`src/bus_pkg.sv`:
```
/*
  bus_pkg: widths, credit count and shared enums for the memory
  request path between requesters, arbiter and memory channel
*/
package bus_pkg;

  localparam int ADDR_W  = 32;
  localparam int DATA_W  = 64;
  localparam int INSTR_W = 32;

  // outstanding requests allowed on the memory channel
  localparam int MEM_CREDITS = 2;
  localparam int CREDIT_W    = 2;

  // pointer width of the in-order owner queue
  localparam int OWNER_PTR_W = $clog2(MEM_CREDITS);

  typedef enum logic [1:0] {
    size_byte  = 2'd0,
    size_half  = 2'd1,
    size_word  = 2'd2,
    size_dword = 2'd3
  } access_size_e;

  // who gets the response of an outstanding memory request
  typedef enum logic {
    owner_fetch = 1'b0,
    owner_lsu   = 1'b1
  } req_owner_e;

endpackage

```
`src/timer_pkg.sv`:
```
/*
  timer_pkg: address map and reset values of the machine timer
*/
package timer_pkg;

  localparam logic [31:0] TIMER_BASE = 32'h0200_0000;
  // upper address bits decide timer vs memory
  localparam logic [31:0] TIMER_MASK = 32'hffff_0000;

  localparam logic [31:0] MTIME_OFS    = 32'h0000_0000;
  localparam logic [31:0] MTIMECMP_OFS = 32'h0000_0008;

  // compare value that never fires until software writes it
  localparam logic [63:0] MTIMECMP_RESET = 64'hffff_ffff_ffff_ffff;

endpackage

```
`src/mem_timer.sv`:
```
/*
  mem_timer: memory-mapped mtime/mtimecmp pair with registered read
  data and a level timer interrupt
*/
module mem_timer
  import bus_pkg::*;
  import timer_pkg::*;
(
  input  logic              clk,
  input  logic              rst_n,
  input  logic              i_valid,
  input  logic              i_wen,
  input  logic [ADDR_W-1:0] i_offset,
  input  logic [DATA_W-1:0] i_wdata,
  output logic [DATA_W-1:0] o_rdata,
  output logic              o_timer_irq
);

  logic [DATA_W-1:0] mtime;
  logic [DATA_W-1:0] mtimecmp;
  logic              wr_mtime;
  logic              wr_mtimecmp;

  assign wr_mtime    = i_valid & i_wen & (i_offset == MTIME_OFS);
  assign wr_mtimecmp = i_valid & i_wen & (i_offset == MTIMECMP_OFS);

  // free running unless software loads a new value
  always_ff @(posedge clk or negedge rst_n) begin
    if (!rst_n) begin
      mtime <= '0;
    end else if (wr_mtime) begin
      mtime <= i_wdata;
    end else begin
      mtime <= mtime + 1'b1;
    end
  end

  always_ff @(posedge clk or negedge rst_n) begin
    if (!rst_n) begin
      mtimecmp <= MTIMECMP_RESET;
    end else if (wr_mtimecmp) begin
      mtimecmp <= i_wdata;
    end
  end

  // read data lands together with the arbiter's ready
  always_ff @(posedge clk) begin
    if (i_valid) begin
      case (i_offset)
        MTIME_OFS:    o_rdata <= mtime;
        MTIMECMP_OFS: o_rdata <= mtimecmp;
        default:      o_rdata <= '0;
      endcase
    end
  end

  assign o_timer_irq = (mtime >= mtimecmp);

endmodule

```
`src/mem_credit_master.sv`:
```
/*
  mem_credit_master: registers issued requests onto the memory channel
  and tracks the credits the memory hands back
*/
module mem_credit_master
  import bus_pkg::*;
(
  input  logic              clk,
  input  logic              rst_n,

  input  logic              i_issue_valid,
  input  logic [ADDR_W-1:0] i_issue_addr,
  input  logic              i_issue_wen,
  input  logic [DATA_W-1:0] i_issue_wdata,
  input  access_size_e      i_issue_size,
  output logic              o_can_issue,

  input  logic              i_mem_credit,
  output logic              o_mem_req_valid,
  output logic [ADDR_W-1:0] o_mem_req_addr,
  output logic              o_mem_req_wen,
  output logic [DATA_W-1:0] o_mem_req_wdata,
  output access_size_e      o_mem_req_size
);

  logic [CREDIT_W-1:0] credits;
  logic                issue;

  assign o_can_issue = (credits != '0);
  assign issue       = i_issue_valid & o_can_issue;

  // one credit per request, one back per response
  always_ff @(posedge clk or negedge rst_n) begin
    if (!rst_n) begin
      credits <= CREDIT_W'(MEM_CREDITS);
    end else begin
      case ({issue, i_mem_credit})
        2'b10:   credits <= credits - 1'b1;
        2'b01:   credits <= credits + 1'b1;
        default: credits <= credits;
      endcase
    end
  end

  always_ff @(posedge clk or negedge rst_n) begin
    if (!rst_n) begin
      o_mem_req_valid <= 1'b0;
    end else begin
      o_mem_req_valid <= issue;
    end
  end

  // request fields only matter while valid is high
  always_ff @(posedge clk) begin
    if (issue) begin
      o_mem_req_addr  <= i_issue_addr;
      o_mem_req_wen   <= i_issue_wen;
      o_mem_req_wdata <= i_issue_wdata;
      o_mem_req_size  <= i_issue_size;
    end
  end

endmodule

```
`src/mem_arbiter.sv`:
```
/*
  mem_arbiter: picks fetch or load/store, sends the access to the timer
  or the memory channel and routes responses back in order
*/
module mem_arbiter
  import bus_pkg::*;
  import timer_pkg::*;
(
  input  logic               clk,
  input  logic               rst_n,

  input  logic               i_fetch_valid,
  input  logic [ADDR_W-1:0]  i_fetch_addr,
  output logic               o_fetch_ready,
  output logic [INSTR_W-1:0] o_fetch_rdata,

  input  logic               i_lsu_valid,
  input  logic               i_lsu_wen,
  input  logic [ADDR_W-1:0]  i_lsu_addr,
  input  logic [DATA_W-1:0]  i_lsu_wdata,
  input  access_size_e       i_lsu_size,
  output logic               o_lsu_ready,
  output logic [DATA_W-1:0]  o_lsu_rdata,

  output logic               o_issue_valid,
  output logic [ADDR_W-1:0]  o_issue_addr,
  output logic               o_issue_wen,
  output logic [DATA_W-1:0]  o_issue_wdata,
  output access_size_e       o_issue_size,
  input  logic               i_can_issue,
  input  logic               i_mem_rsp_valid,
  input  logic [DATA_W-1:0]  i_mem_rdata,

  output logic               o_timer_valid,
  output logic               o_timer_wen,
  output logic [ADDR_W-1:0]  o_timer_offset,
  output logic [DATA_W-1:0]  o_timer_wdata,
  input  logic [DATA_W-1:0]  i_timer_rdata
);

  logic              fetch_busy;
  logic              lsu_busy;
  logic              fetch_tmr_q;
  logic              lsu_tmr_q;
  logic              pick_lsu;
  logic              pick_valid;
  logic              pick_timer;
  logic [ADDR_W-1:0] pick_addr;
  logic              accept;
  logic              fetch_acc;
  logic              lsu_acc;

  req_owner_e             owner_q [MEM_CREDITS];
  logic [OWNER_PTR_W-1:0] q_wr_ptr;
  logic [OWNER_PTR_W-1:0] q_rd_ptr;
  req_owner_e             head_owner;

  logic [DATA_W-1:0] fetch_raw;
  logic [DATA_W-1:0] lsu_raw;
  logic [DATA_W-1:0] lsu_shifted;

  // load/store has strict priority, a busy port is not considered
  assign pick_lsu   = i_lsu_valid & ~lsu_busy;
  assign pick_valid = pick_lsu | (i_fetch_valid & ~fetch_busy);
  assign pick_addr  = pick_lsu ? i_lsu_addr : i_fetch_addr;
  assign pick_timer = ((pick_addr & TIMER_MASK) == TIMER_BASE);

  // timer always takes the access, memory only with a credit
  assign accept    = pick_valid & (pick_timer | i_can_issue);
  assign lsu_acc   = accept & pick_lsu;
  assign fetch_acc = accept & ~pick_lsu;

  assign o_issue_valid = pick_valid & ~pick_timer;
  assign o_issue_addr  = pick_addr;
  assign o_issue_wen   = pick_lsu & i_lsu_wen;
  assign o_issue_wdata = i_lsu_wdata;
  assign o_issue_size  = pick_lsu ? i_lsu_size : size_word;

  assign o_timer_valid  = pick_valid & pick_timer;
  assign o_timer_wen    = pick_lsu & i_lsu_wen;
  assign o_timer_offset = pick_addr & ~TIMER_MASK;
  assign o_timer_wdata  = i_lsu_wdata;

  always_ff @(posedge clk or negedge rst_n) begin
    if (!rst_n) begin
      fetch_busy  <= 1'b0;
      lsu_busy    <= 1'b0;
      fetch_tmr_q <= 1'b0;
      lsu_tmr_q   <= 1'b0;
    end else begin
      fetch_busy  <= fetch_acc | (fetch_busy & ~o_fetch_ready);
      lsu_busy    <= lsu_acc | (lsu_busy & ~o_lsu_ready);
      fetch_tmr_q <= fetch_acc & pick_timer;
      lsu_tmr_q   <= lsu_acc & pick_timer;
    end
  end

  // owner queue, depth bounded by the credits
  always_ff @(posedge clk or negedge rst_n) begin
    if (!rst_n) begin
      q_wr_ptr <= '0;
      q_rd_ptr <= '0;
    end else begin
      if (accept & ~pick_timer) begin
        q_wr_ptr <= q_wr_ptr + 1'b1;
      end
      if (i_mem_rsp_valid) begin
        q_rd_ptr <= q_rd_ptr + 1'b1;
      end
    end
  end

  always_ff @(posedge clk) begin
    if (accept & ~pick_timer) begin
      owner_q[q_wr_ptr] <= pick_lsu ? owner_lsu : owner_fetch;
    end
  end

  assign head_owner = owner_q[q_rd_ptr];

  assign o_fetch_ready = fetch_tmr_q | (i_mem_rsp_valid & (head_owner == owner_fetch));
  assign o_lsu_ready   = lsu_tmr_q | (i_mem_rsp_valid & (head_owner == owner_lsu));

  // memory and timer both return the aligned doubleword
  assign fetch_raw     = fetch_tmr_q ? i_timer_rdata : i_mem_rdata;
  assign o_fetch_rdata = i_fetch_addr[2] ? fetch_raw[63:32] : fetch_raw[31:0];

  assign lsu_raw     = lsu_tmr_q ? i_timer_rdata : i_mem_rdata;
  assign lsu_shifted = lsu_raw >> {i_lsu_addr[2:0], 3'b000};

  // narrow loads are zero-extended
  always_comb begin
    case (i_lsu_size)
      size_byte: o_lsu_rdata = {56'd0, lsu_shifted[7:0]};
      size_half: o_lsu_rdata = {48'd0, lsu_shifted[15:0]};
      size_word: o_lsu_rdata = {32'd0, lsu_shifted[31:0]};
      default:   o_lsu_rdata = lsu_shifted;
    endcase
  end

endmodule

```
`src/mem_subsystem.sv`:
```
/*
  mem_subsystem: arbiter, machine timer and credit master for the
  fetch and load/store ports
*/
module mem_subsystem
  import bus_pkg::*;
(
  input  logic               clk,
  input  logic               rst_n,

  input  logic               i_fetch_valid,
  input  logic [ADDR_W-1:0]  i_fetch_addr,
  output logic               o_fetch_ready,
  output logic [INSTR_W-1:0] o_fetch_rdata,

  input  logic               i_lsu_valid,
  input  logic               i_lsu_wen,
  input  logic [ADDR_W-1:0]  i_lsu_addr,
  input  logic [DATA_W-1:0]  i_lsu_wdata,
  input  access_size_e       i_lsu_size,
  output logic               o_lsu_ready,
  output logic [DATA_W-1:0]  o_lsu_rdata,

  output logic               o_mem_req_valid,
  output logic [ADDR_W-1:0]  o_mem_req_addr,
  output logic               o_mem_req_wen,
  output logic [DATA_W-1:0]  o_mem_req_wdata,
  output access_size_e       o_mem_req_size,
  input  logic               i_mem_credit,
  input  logic               i_mem_rsp_valid,
  input  logic [DATA_W-1:0]  i_mem_rdata,

  output logic               o_timer_irq
);

  logic              issue_valid;
  logic [ADDR_W-1:0] issue_addr;
  logic              issue_wen;
  logic [DATA_W-1:0] issue_wdata;
  access_size_e      issue_size;
  logic              can_issue;

  logic              timer_valid;
  logic              timer_wen;
  logic [ADDR_W-1:0] timer_offset;
  logic [DATA_W-1:0] timer_wdata;
  logic [DATA_W-1:0] timer_rdata;

  mem_arbiter mem_arbiter_inst (
    .clk             (clk),
    .rst_n           (rst_n),
    .i_fetch_valid   (i_fetch_valid),
    .i_fetch_addr    (i_fetch_addr),
    .o_fetch_ready   (o_fetch_ready),
    .o_fetch_rdata   (o_fetch_rdata),
    .i_lsu_valid     (i_lsu_valid),
    .i_lsu_wen       (i_lsu_wen),
    .i_lsu_addr      (i_lsu_addr),
    .i_lsu_wdata     (i_lsu_wdata),
    .i_lsu_size      (i_lsu_size),
    .o_lsu_ready     (o_lsu_ready),
    .o_lsu_rdata     (o_lsu_rdata),
    .o_issue_valid   (issue_valid),
    .o_issue_addr    (issue_addr),
    .o_issue_wen     (issue_wen),
    .o_issue_wdata   (issue_wdata),
    .o_issue_size    (issue_size),
    .i_can_issue     (can_issue),
    .i_mem_rsp_valid (i_mem_rsp_valid),
    .i_mem_rdata     (i_mem_rdata),
    .o_timer_valid   (timer_valid),
    .o_timer_wen     (timer_wen),
    .o_timer_offset  (timer_offset),
    .o_timer_wdata   (timer_wdata),
    .i_timer_rdata   (timer_rdata)
  );

  mem_timer mem_timer_inst (
    .clk         (clk),
    .rst_n       (rst_n),
    .i_valid     (timer_valid),
    .i_wen       (timer_wen),
    .i_offset    (timer_offset),
    .i_wdata     (timer_wdata),
    .o_rdata     (timer_rdata),
    .o_timer_irq (o_timer_irq)
  );

  mem_credit_master mem_credit_master_inst (
    .clk             (clk),
    .rst_n           (rst_n),
    .i_issue_valid   (issue_valid),
    .i_issue_addr    (issue_addr),
    .i_issue_wen     (issue_wen),
    .i_issue_wdata   (issue_wdata),
    .i_issue_size    (issue_size),
    .o_can_issue     (can_issue),
    .i_mem_credit    (i_mem_credit),
    .o_mem_req_valid (o_mem_req_valid),
    .o_mem_req_addr  (o_mem_req_addr),
    .o_mem_req_wen   (o_mem_req_wen),
    .o_mem_req_wdata (o_mem_req_wdata),
    .o_mem_req_size  (o_mem_req_size)
  );

endmodule

```
`config.mk`:
```
export PLATFORM = sky130hd
export DESIGN_NAME = mem_subsystem
export DESIGN_NICKNAME = d
export VERILOG_FILES = /design/src/bus_pkg.sv /design/src/timer_pkg.sv /design/src/mem_timer.sv /design/src/mem_credit_master.sv /design/src/mem_arbiter.sv /design/src/mem_subsystem.sv
export SDC_FILE = /design/constraint.sdc
export NUM_CORES = 1
export LEC_CHECK = 0
export ABC_AREA = 0
export BUFFER_PORTS_ARGS = -buffer_cell sky130_fd_sc_hd__buf_2
export CAP_MARGIN = 20
export CORE_ASPECT_RATIO = 1.1
export CORE_MARGIN = 2
export CORE_UTILIZATION = 60
export CTS_CLUSTER_SIZE = 8
export DETAILED_ROUTE_END_ITERATION = 8
export PLACE_DENSITY_LB_ADDON = 0.2
export RECOVER_POWER = 25
export SLEW_MARGIN = 0
export SYNTH_ARGS = -nofsm -noshare
export SYNTH_HDL_FRONTEND = slang
export SYNTH_HIERARCHICAL = 1
export SYNTH_SLANG_ARGS = --single-unit
```
`constraint.sdc`:
```
create_clock -name clk -period 13.7 [get_ports clk]
set_clock_uncertainty 0.15 [all_clocks]
set_input_delay 2.055 -clock clk [delete_from_list [all_inputs] [get_ports clk]]
set_output_delay 2.055 -clock clk [all_outputs]
set_load 0.1 [all_outputs]
```
==> results.json <==
{
  "grt_first_pass_wirelength_um": 82400,
  "crit_arrival_ns": 7.49,
  "power.sequential.fraction": 0.337,
  "peakVddDrop_v": 0.000183,
  "critical_path.max_stage_delay_ns": 1.17,
  "maxSlewViolCount": 155,
  "remaining_drc_errors": 0,
  "worstSetupPathDepth": 13,
  "hold_path_class": "reg2reg",
  "timing.final.crit_period_ns": 7.30,
  "die_width_um": 172,
  "netSwitchingFraction": 0.445,
  "synth_mux_area_frac": 0.168,
  "synth_ff_type": "sky130_fd_sc_hd__edfxtp_1",
  "worst_setup_hold_path_clk_slew_ns": 0.05,
  "synth_top_family_by_area": "multiplexers",
  "dpl_hpwl_um": 41700,
  "postRouteWirelength_um": 55900,
  "cts_tree": "yes",
  "clockPowerShare": 0.293,
  "distinct_cells_synth": 63,
  "layout-drive-gt1-share": 0.329,
  "dr.first_iter.drc_count": 1698,
  "grt_start_max_net_pins": 78,
  "register_area_um2": 8470,
  "hold_viol": 0,
  "cp-end-kind": "flop",
  "combinationalPowerShare": 0.371,
  "yosys.area_share.xor_xnor": 0.0315,
  "grtUsageTotal": 0.341,
  "grt_setup_unrepaired": "false",
  "crit_path_max_fanout": 67,
  "p_sw_w": 0.00151,
  "synth_adder_area_share": 0.0443,
  "power-per-cell-area_nw_per_um2": 162,
  "multi_input_logic_area_um2": 8340,
  "gp_routability_congestion": 1.00,
  "worstSetupPathType": "in2reg",
  "period_share": 0.533,
  "synthCells": 1626,
  "number_of_global_route_vias_before_repair": 13900,
  "fin_hold_ws_ns": 0.339,
  "crit_path_start_kind": "primary input",
  "internal_pwr_total_w": 0.00189,
  "power.static_leakage_nw": 8.56,
  "failed_checks": "capacitance limit, slew limit",
  "result_of_the_run": "complete, but fails checks",
  "htree_levels": 2,
  "die_area_um2": 32500,
  "post-layout-total-power_w": 0.00341,
  "critical_path.slowest_cell": "sky130_fd_sc_hd__clkbuf_1",
  "max-cap-violations": 4,
  "max-clock-path-buffers": 3,
  "grt_overflow": 0,
  "worstPathCellList": "buf_2 > nand2_1 > clkbuf_1 > inv_1 > clkbuf_1 > nor3_1 > nor2_1 > nor2_4 > buf_4 > nand2_1 > nor4_4 > buf_4 > o21ai_0",
  "max-slew-margin-rel": -0.670,
  "synth_compound_area_frac": 0.0831,
  "worstSkewPairLatency_ns": 0.53,
  "area_delta_synth_final_pct": 12.4,
  "die_height_um": 189,
  "maxClockFrequency_mhz": 137,
  "vias_per_cell": 6.11,
  "cp.buffers_inverters": 6,
  "postLayoutSetupSlackWorst_ns": 6.40,
  "numCtsBuffers": 44,
  "seq_area_frac_synth": 0.454,
  "number_of_cells_upsized_or_downsized_after_cts": 0,
  "ctsRootBufferMaster": "sky130_fd_sc_hd__clkbuf_16",
  "fillerInstances": 2382,
  "synth_area_um2": 18700,
  "boundaryPins": 400,
  "antenna_found_initial": 11,
  "postRouteAntennaNets": 0,
  "fp.coreArea_um2": 30500,
  "postCtsSetupBuffers": 0,
  "worst_path_dominant_cell_family": "buffers and inverters",
  "buffer_ports.inserted": 399,
  "yosys_register_bits": 302,
  "synthArstFlopShare": 0.454,
  "setup_total_negative_slack_ns": 0,
  "starting_density": 0.611,
  "min_path_cells": 1,
  "r2r.worst_path.cells": 13,
  "finalNetCount": 2125,
  "place_ws_ns": 6.99,
  "synth.avg_cell_area_um2": 11.5,
  "crit_required_ns": 13.90,
  "worst-slew-pin-transition_ns": 2.51,
  "synth-simple-area-share": 0.116,
  "cts_hold_repair.buffers": 0,
  "synth-edff-count": 165,
  "detail_route.wl_per_cell_um": 24.1,
  "num_rows": 67,
  "vias": 14200,
  "drt-pass1-iter-count": 5,
  "clock_sinks": 302,
  "timing.final.setup_violations": 0,
  "ys_warn_count": 6
}
cell usage after synthesis (all sizes together), types with 22 or more instances:
library cell  number  area [um2]
a21oi             56         280
a22o              65         571
and2              29         181
buf              203        1450
clkbuf            42         158
dfrtp             72        1800
dfstp             65        1710
edfxtp           165        4950
ha                66         826
inv               83         312
mux2              66         743
mux2i             41         410
mux4              88        1980
nand2            188         711
nand3             35         185
nor2              62         233
nor3              35         210
nor4              22         204
o21ai             65         333
xnor2             35         307
xor2              32         280
stage by stage:
step	cells	cell area, um2	util
finish	2318	21000	0.687
global route	2314	21000	0.687
detailed placement	2225	19800	0.648
floorplan	1641	18700	-
CTS	2307	21100	0.690
global placement	2225	19800	0.648
power groups by stage:
| stage | combinational (W) | sequential (W) | clock [W] |
|---|---|---|---|
| after global placement | 0.00126 | 0.00116 | 0 |
| after detailed placement | 0.00127 | 0.00116 | 0 |
| after floorplan | 0.000372 | 0.00188 | 0 |
| after CTS | 0.00127 | 0.00115 | 0.00101 |
| after global routing | 0.00129 | 0.00116 | 0.00106 |
| final | 0.00126 | 0.00115 | 0.000997 |
sequential cells by signal (all words and copies together) (netlist names), 2 cells and up:
| name | count |
|---|---|
| mem_credit_master_inst/o_mem_req_size | 2 |
| mem_timer_inst/o_rdata | 64 |
| mem_timer_inst/mtimecmp | 64 |
| mem_timer_inst/mtime | 64 |
| mem_arbiter_inst/owner_q | 2 |
| mem_credit_master_inst/credits | 2 |
| mem_credit_master_inst/o_mem_req_addr | 32 |
| mem_credit_master_inst/o_mem_req_wdata | 64 |
metal layers:
layer	share of wire	GRT usage	routed length, um	vias to the layer above
met3	0.11	0.0870	6260	150
met4	0.055	0.176	3080	2
met5	0.00023	0	13	-
li1	-	-	-	6265
met1	0.38	0.453	21300	6877
met2	0.45	0.520	25200	865
cell type report:
class,instances,area share
Clock buffer,78,0.0596
Multi-Input combinational cell,1011,0.398
Timing Repair Buffer,416,0.0961
Tap cell,414,0.0247
Antenna cell,10,0.00119
Sequential cell,302,0.404
Clock inverter,4,0.00149
Inverter,83,0.0150
cell usage in the layout, fill, tap and decap left out, types with 5 or more instances in the layout:
cell type / n
sky130_fd_sc_hd__nand3_1: 33
sky130_fd_sc_hd__mux2_2: 66
sky130_fd_sc_hd__xnor2_1: 35
sky130_fd_sc_hd__mux4_2: 88
sky130_fd_sc_hd__a211oi_1: 11
sky130_fd_sc_hd__dfstp_2: 65
sky130_fd_sc_hd__dfrtp_1: 70
sky130_fd_sc_hd__nand4_1: 18
sky130_fd_sc_hd__diode_2: 10
sky130_fd_sc_hd__edfxtp_1: 165
sky130_fd_sc_hd__o21ai_1: 16
sky130_fd_sc_hd__nor3_2: 7
sky130_fd_sc_hd__and4_1: 8
sky130_fd_sc_hd__o22ai_1: 16
sky130_fd_sc_hd__o21ai_0: 47
sky130_fd_sc_hd__a21o_1: 8
sky130_fd_sc_hd__and2_1: 27
sky130_fd_sc_hd__and3_1: 10
sky130_fd_sc_hd__mux2i_1: 41
sky130_fd_sc_hd__nor2_1: 61
sky130_fd_sc_hd__nor4_4: 5
sky130_fd_sc_hd__buf_4: 13
sky130_fd_sc_hd__xor2_1: 32
sky130_fd_sc_hd__conb_1: 16
sky130_fd_sc_hd__a21oi_1: 56
sky130_fd_sc_hd__inv_1: 81
sky130_fd_sc_hd__clkbuf_16: 45
sky130_fd_sc_hd__nor4_1: 17
sky130_fd_sc_hd__buf_2: 310
sky130_fd_sc_hd__nor3_1: 28
sky130_fd_sc_hd__clkbuf_1: 125
sky130_fd_sc_hd__nand2_1: 186
sky130_fd_sc_hd__ha_1: 66
sky130_fd_sc_hd__a22o_1: 64
logic make-up after synthesis:
kind of cell	after synthesis
buffers and inverters	328
XOR/XNOR	67
flip-flops	302
AND/OR/NAND/NOR	431
adder cells (fa/ha/maj)	66
multiplexers	195
AO/OA/AOI/OAI	236
other	1
path summary, 6_finish.rpt:
| kind | from | end | slack (ns) |
|---|---|---|---|
| min in group asynchronous | rst_n | mem_timer_inst/mtime[50] | 1.81 |
| max | i_lsu_valid | mem_timer_inst/mtime[44] | 6.40 |
| max reg2reg | mem_arbiter_inst/lsu_busy | mem_timer_inst/mtime[44] | 7.66 |
| max in group asynchronous | rst_n | mem_timer_inst/mtime[15] | 8.04 |
| min | mem_arbiter_inst/q_wr_ptr | mem_arbiter_inst/q_wr_ptr | 0.34 |
| min reg2reg | mem_arbiter_inst/q_wr_ptr | mem_arbiter_inst/q_wr_ptr | 0.34 |
(Power assumes the default switching activity.)
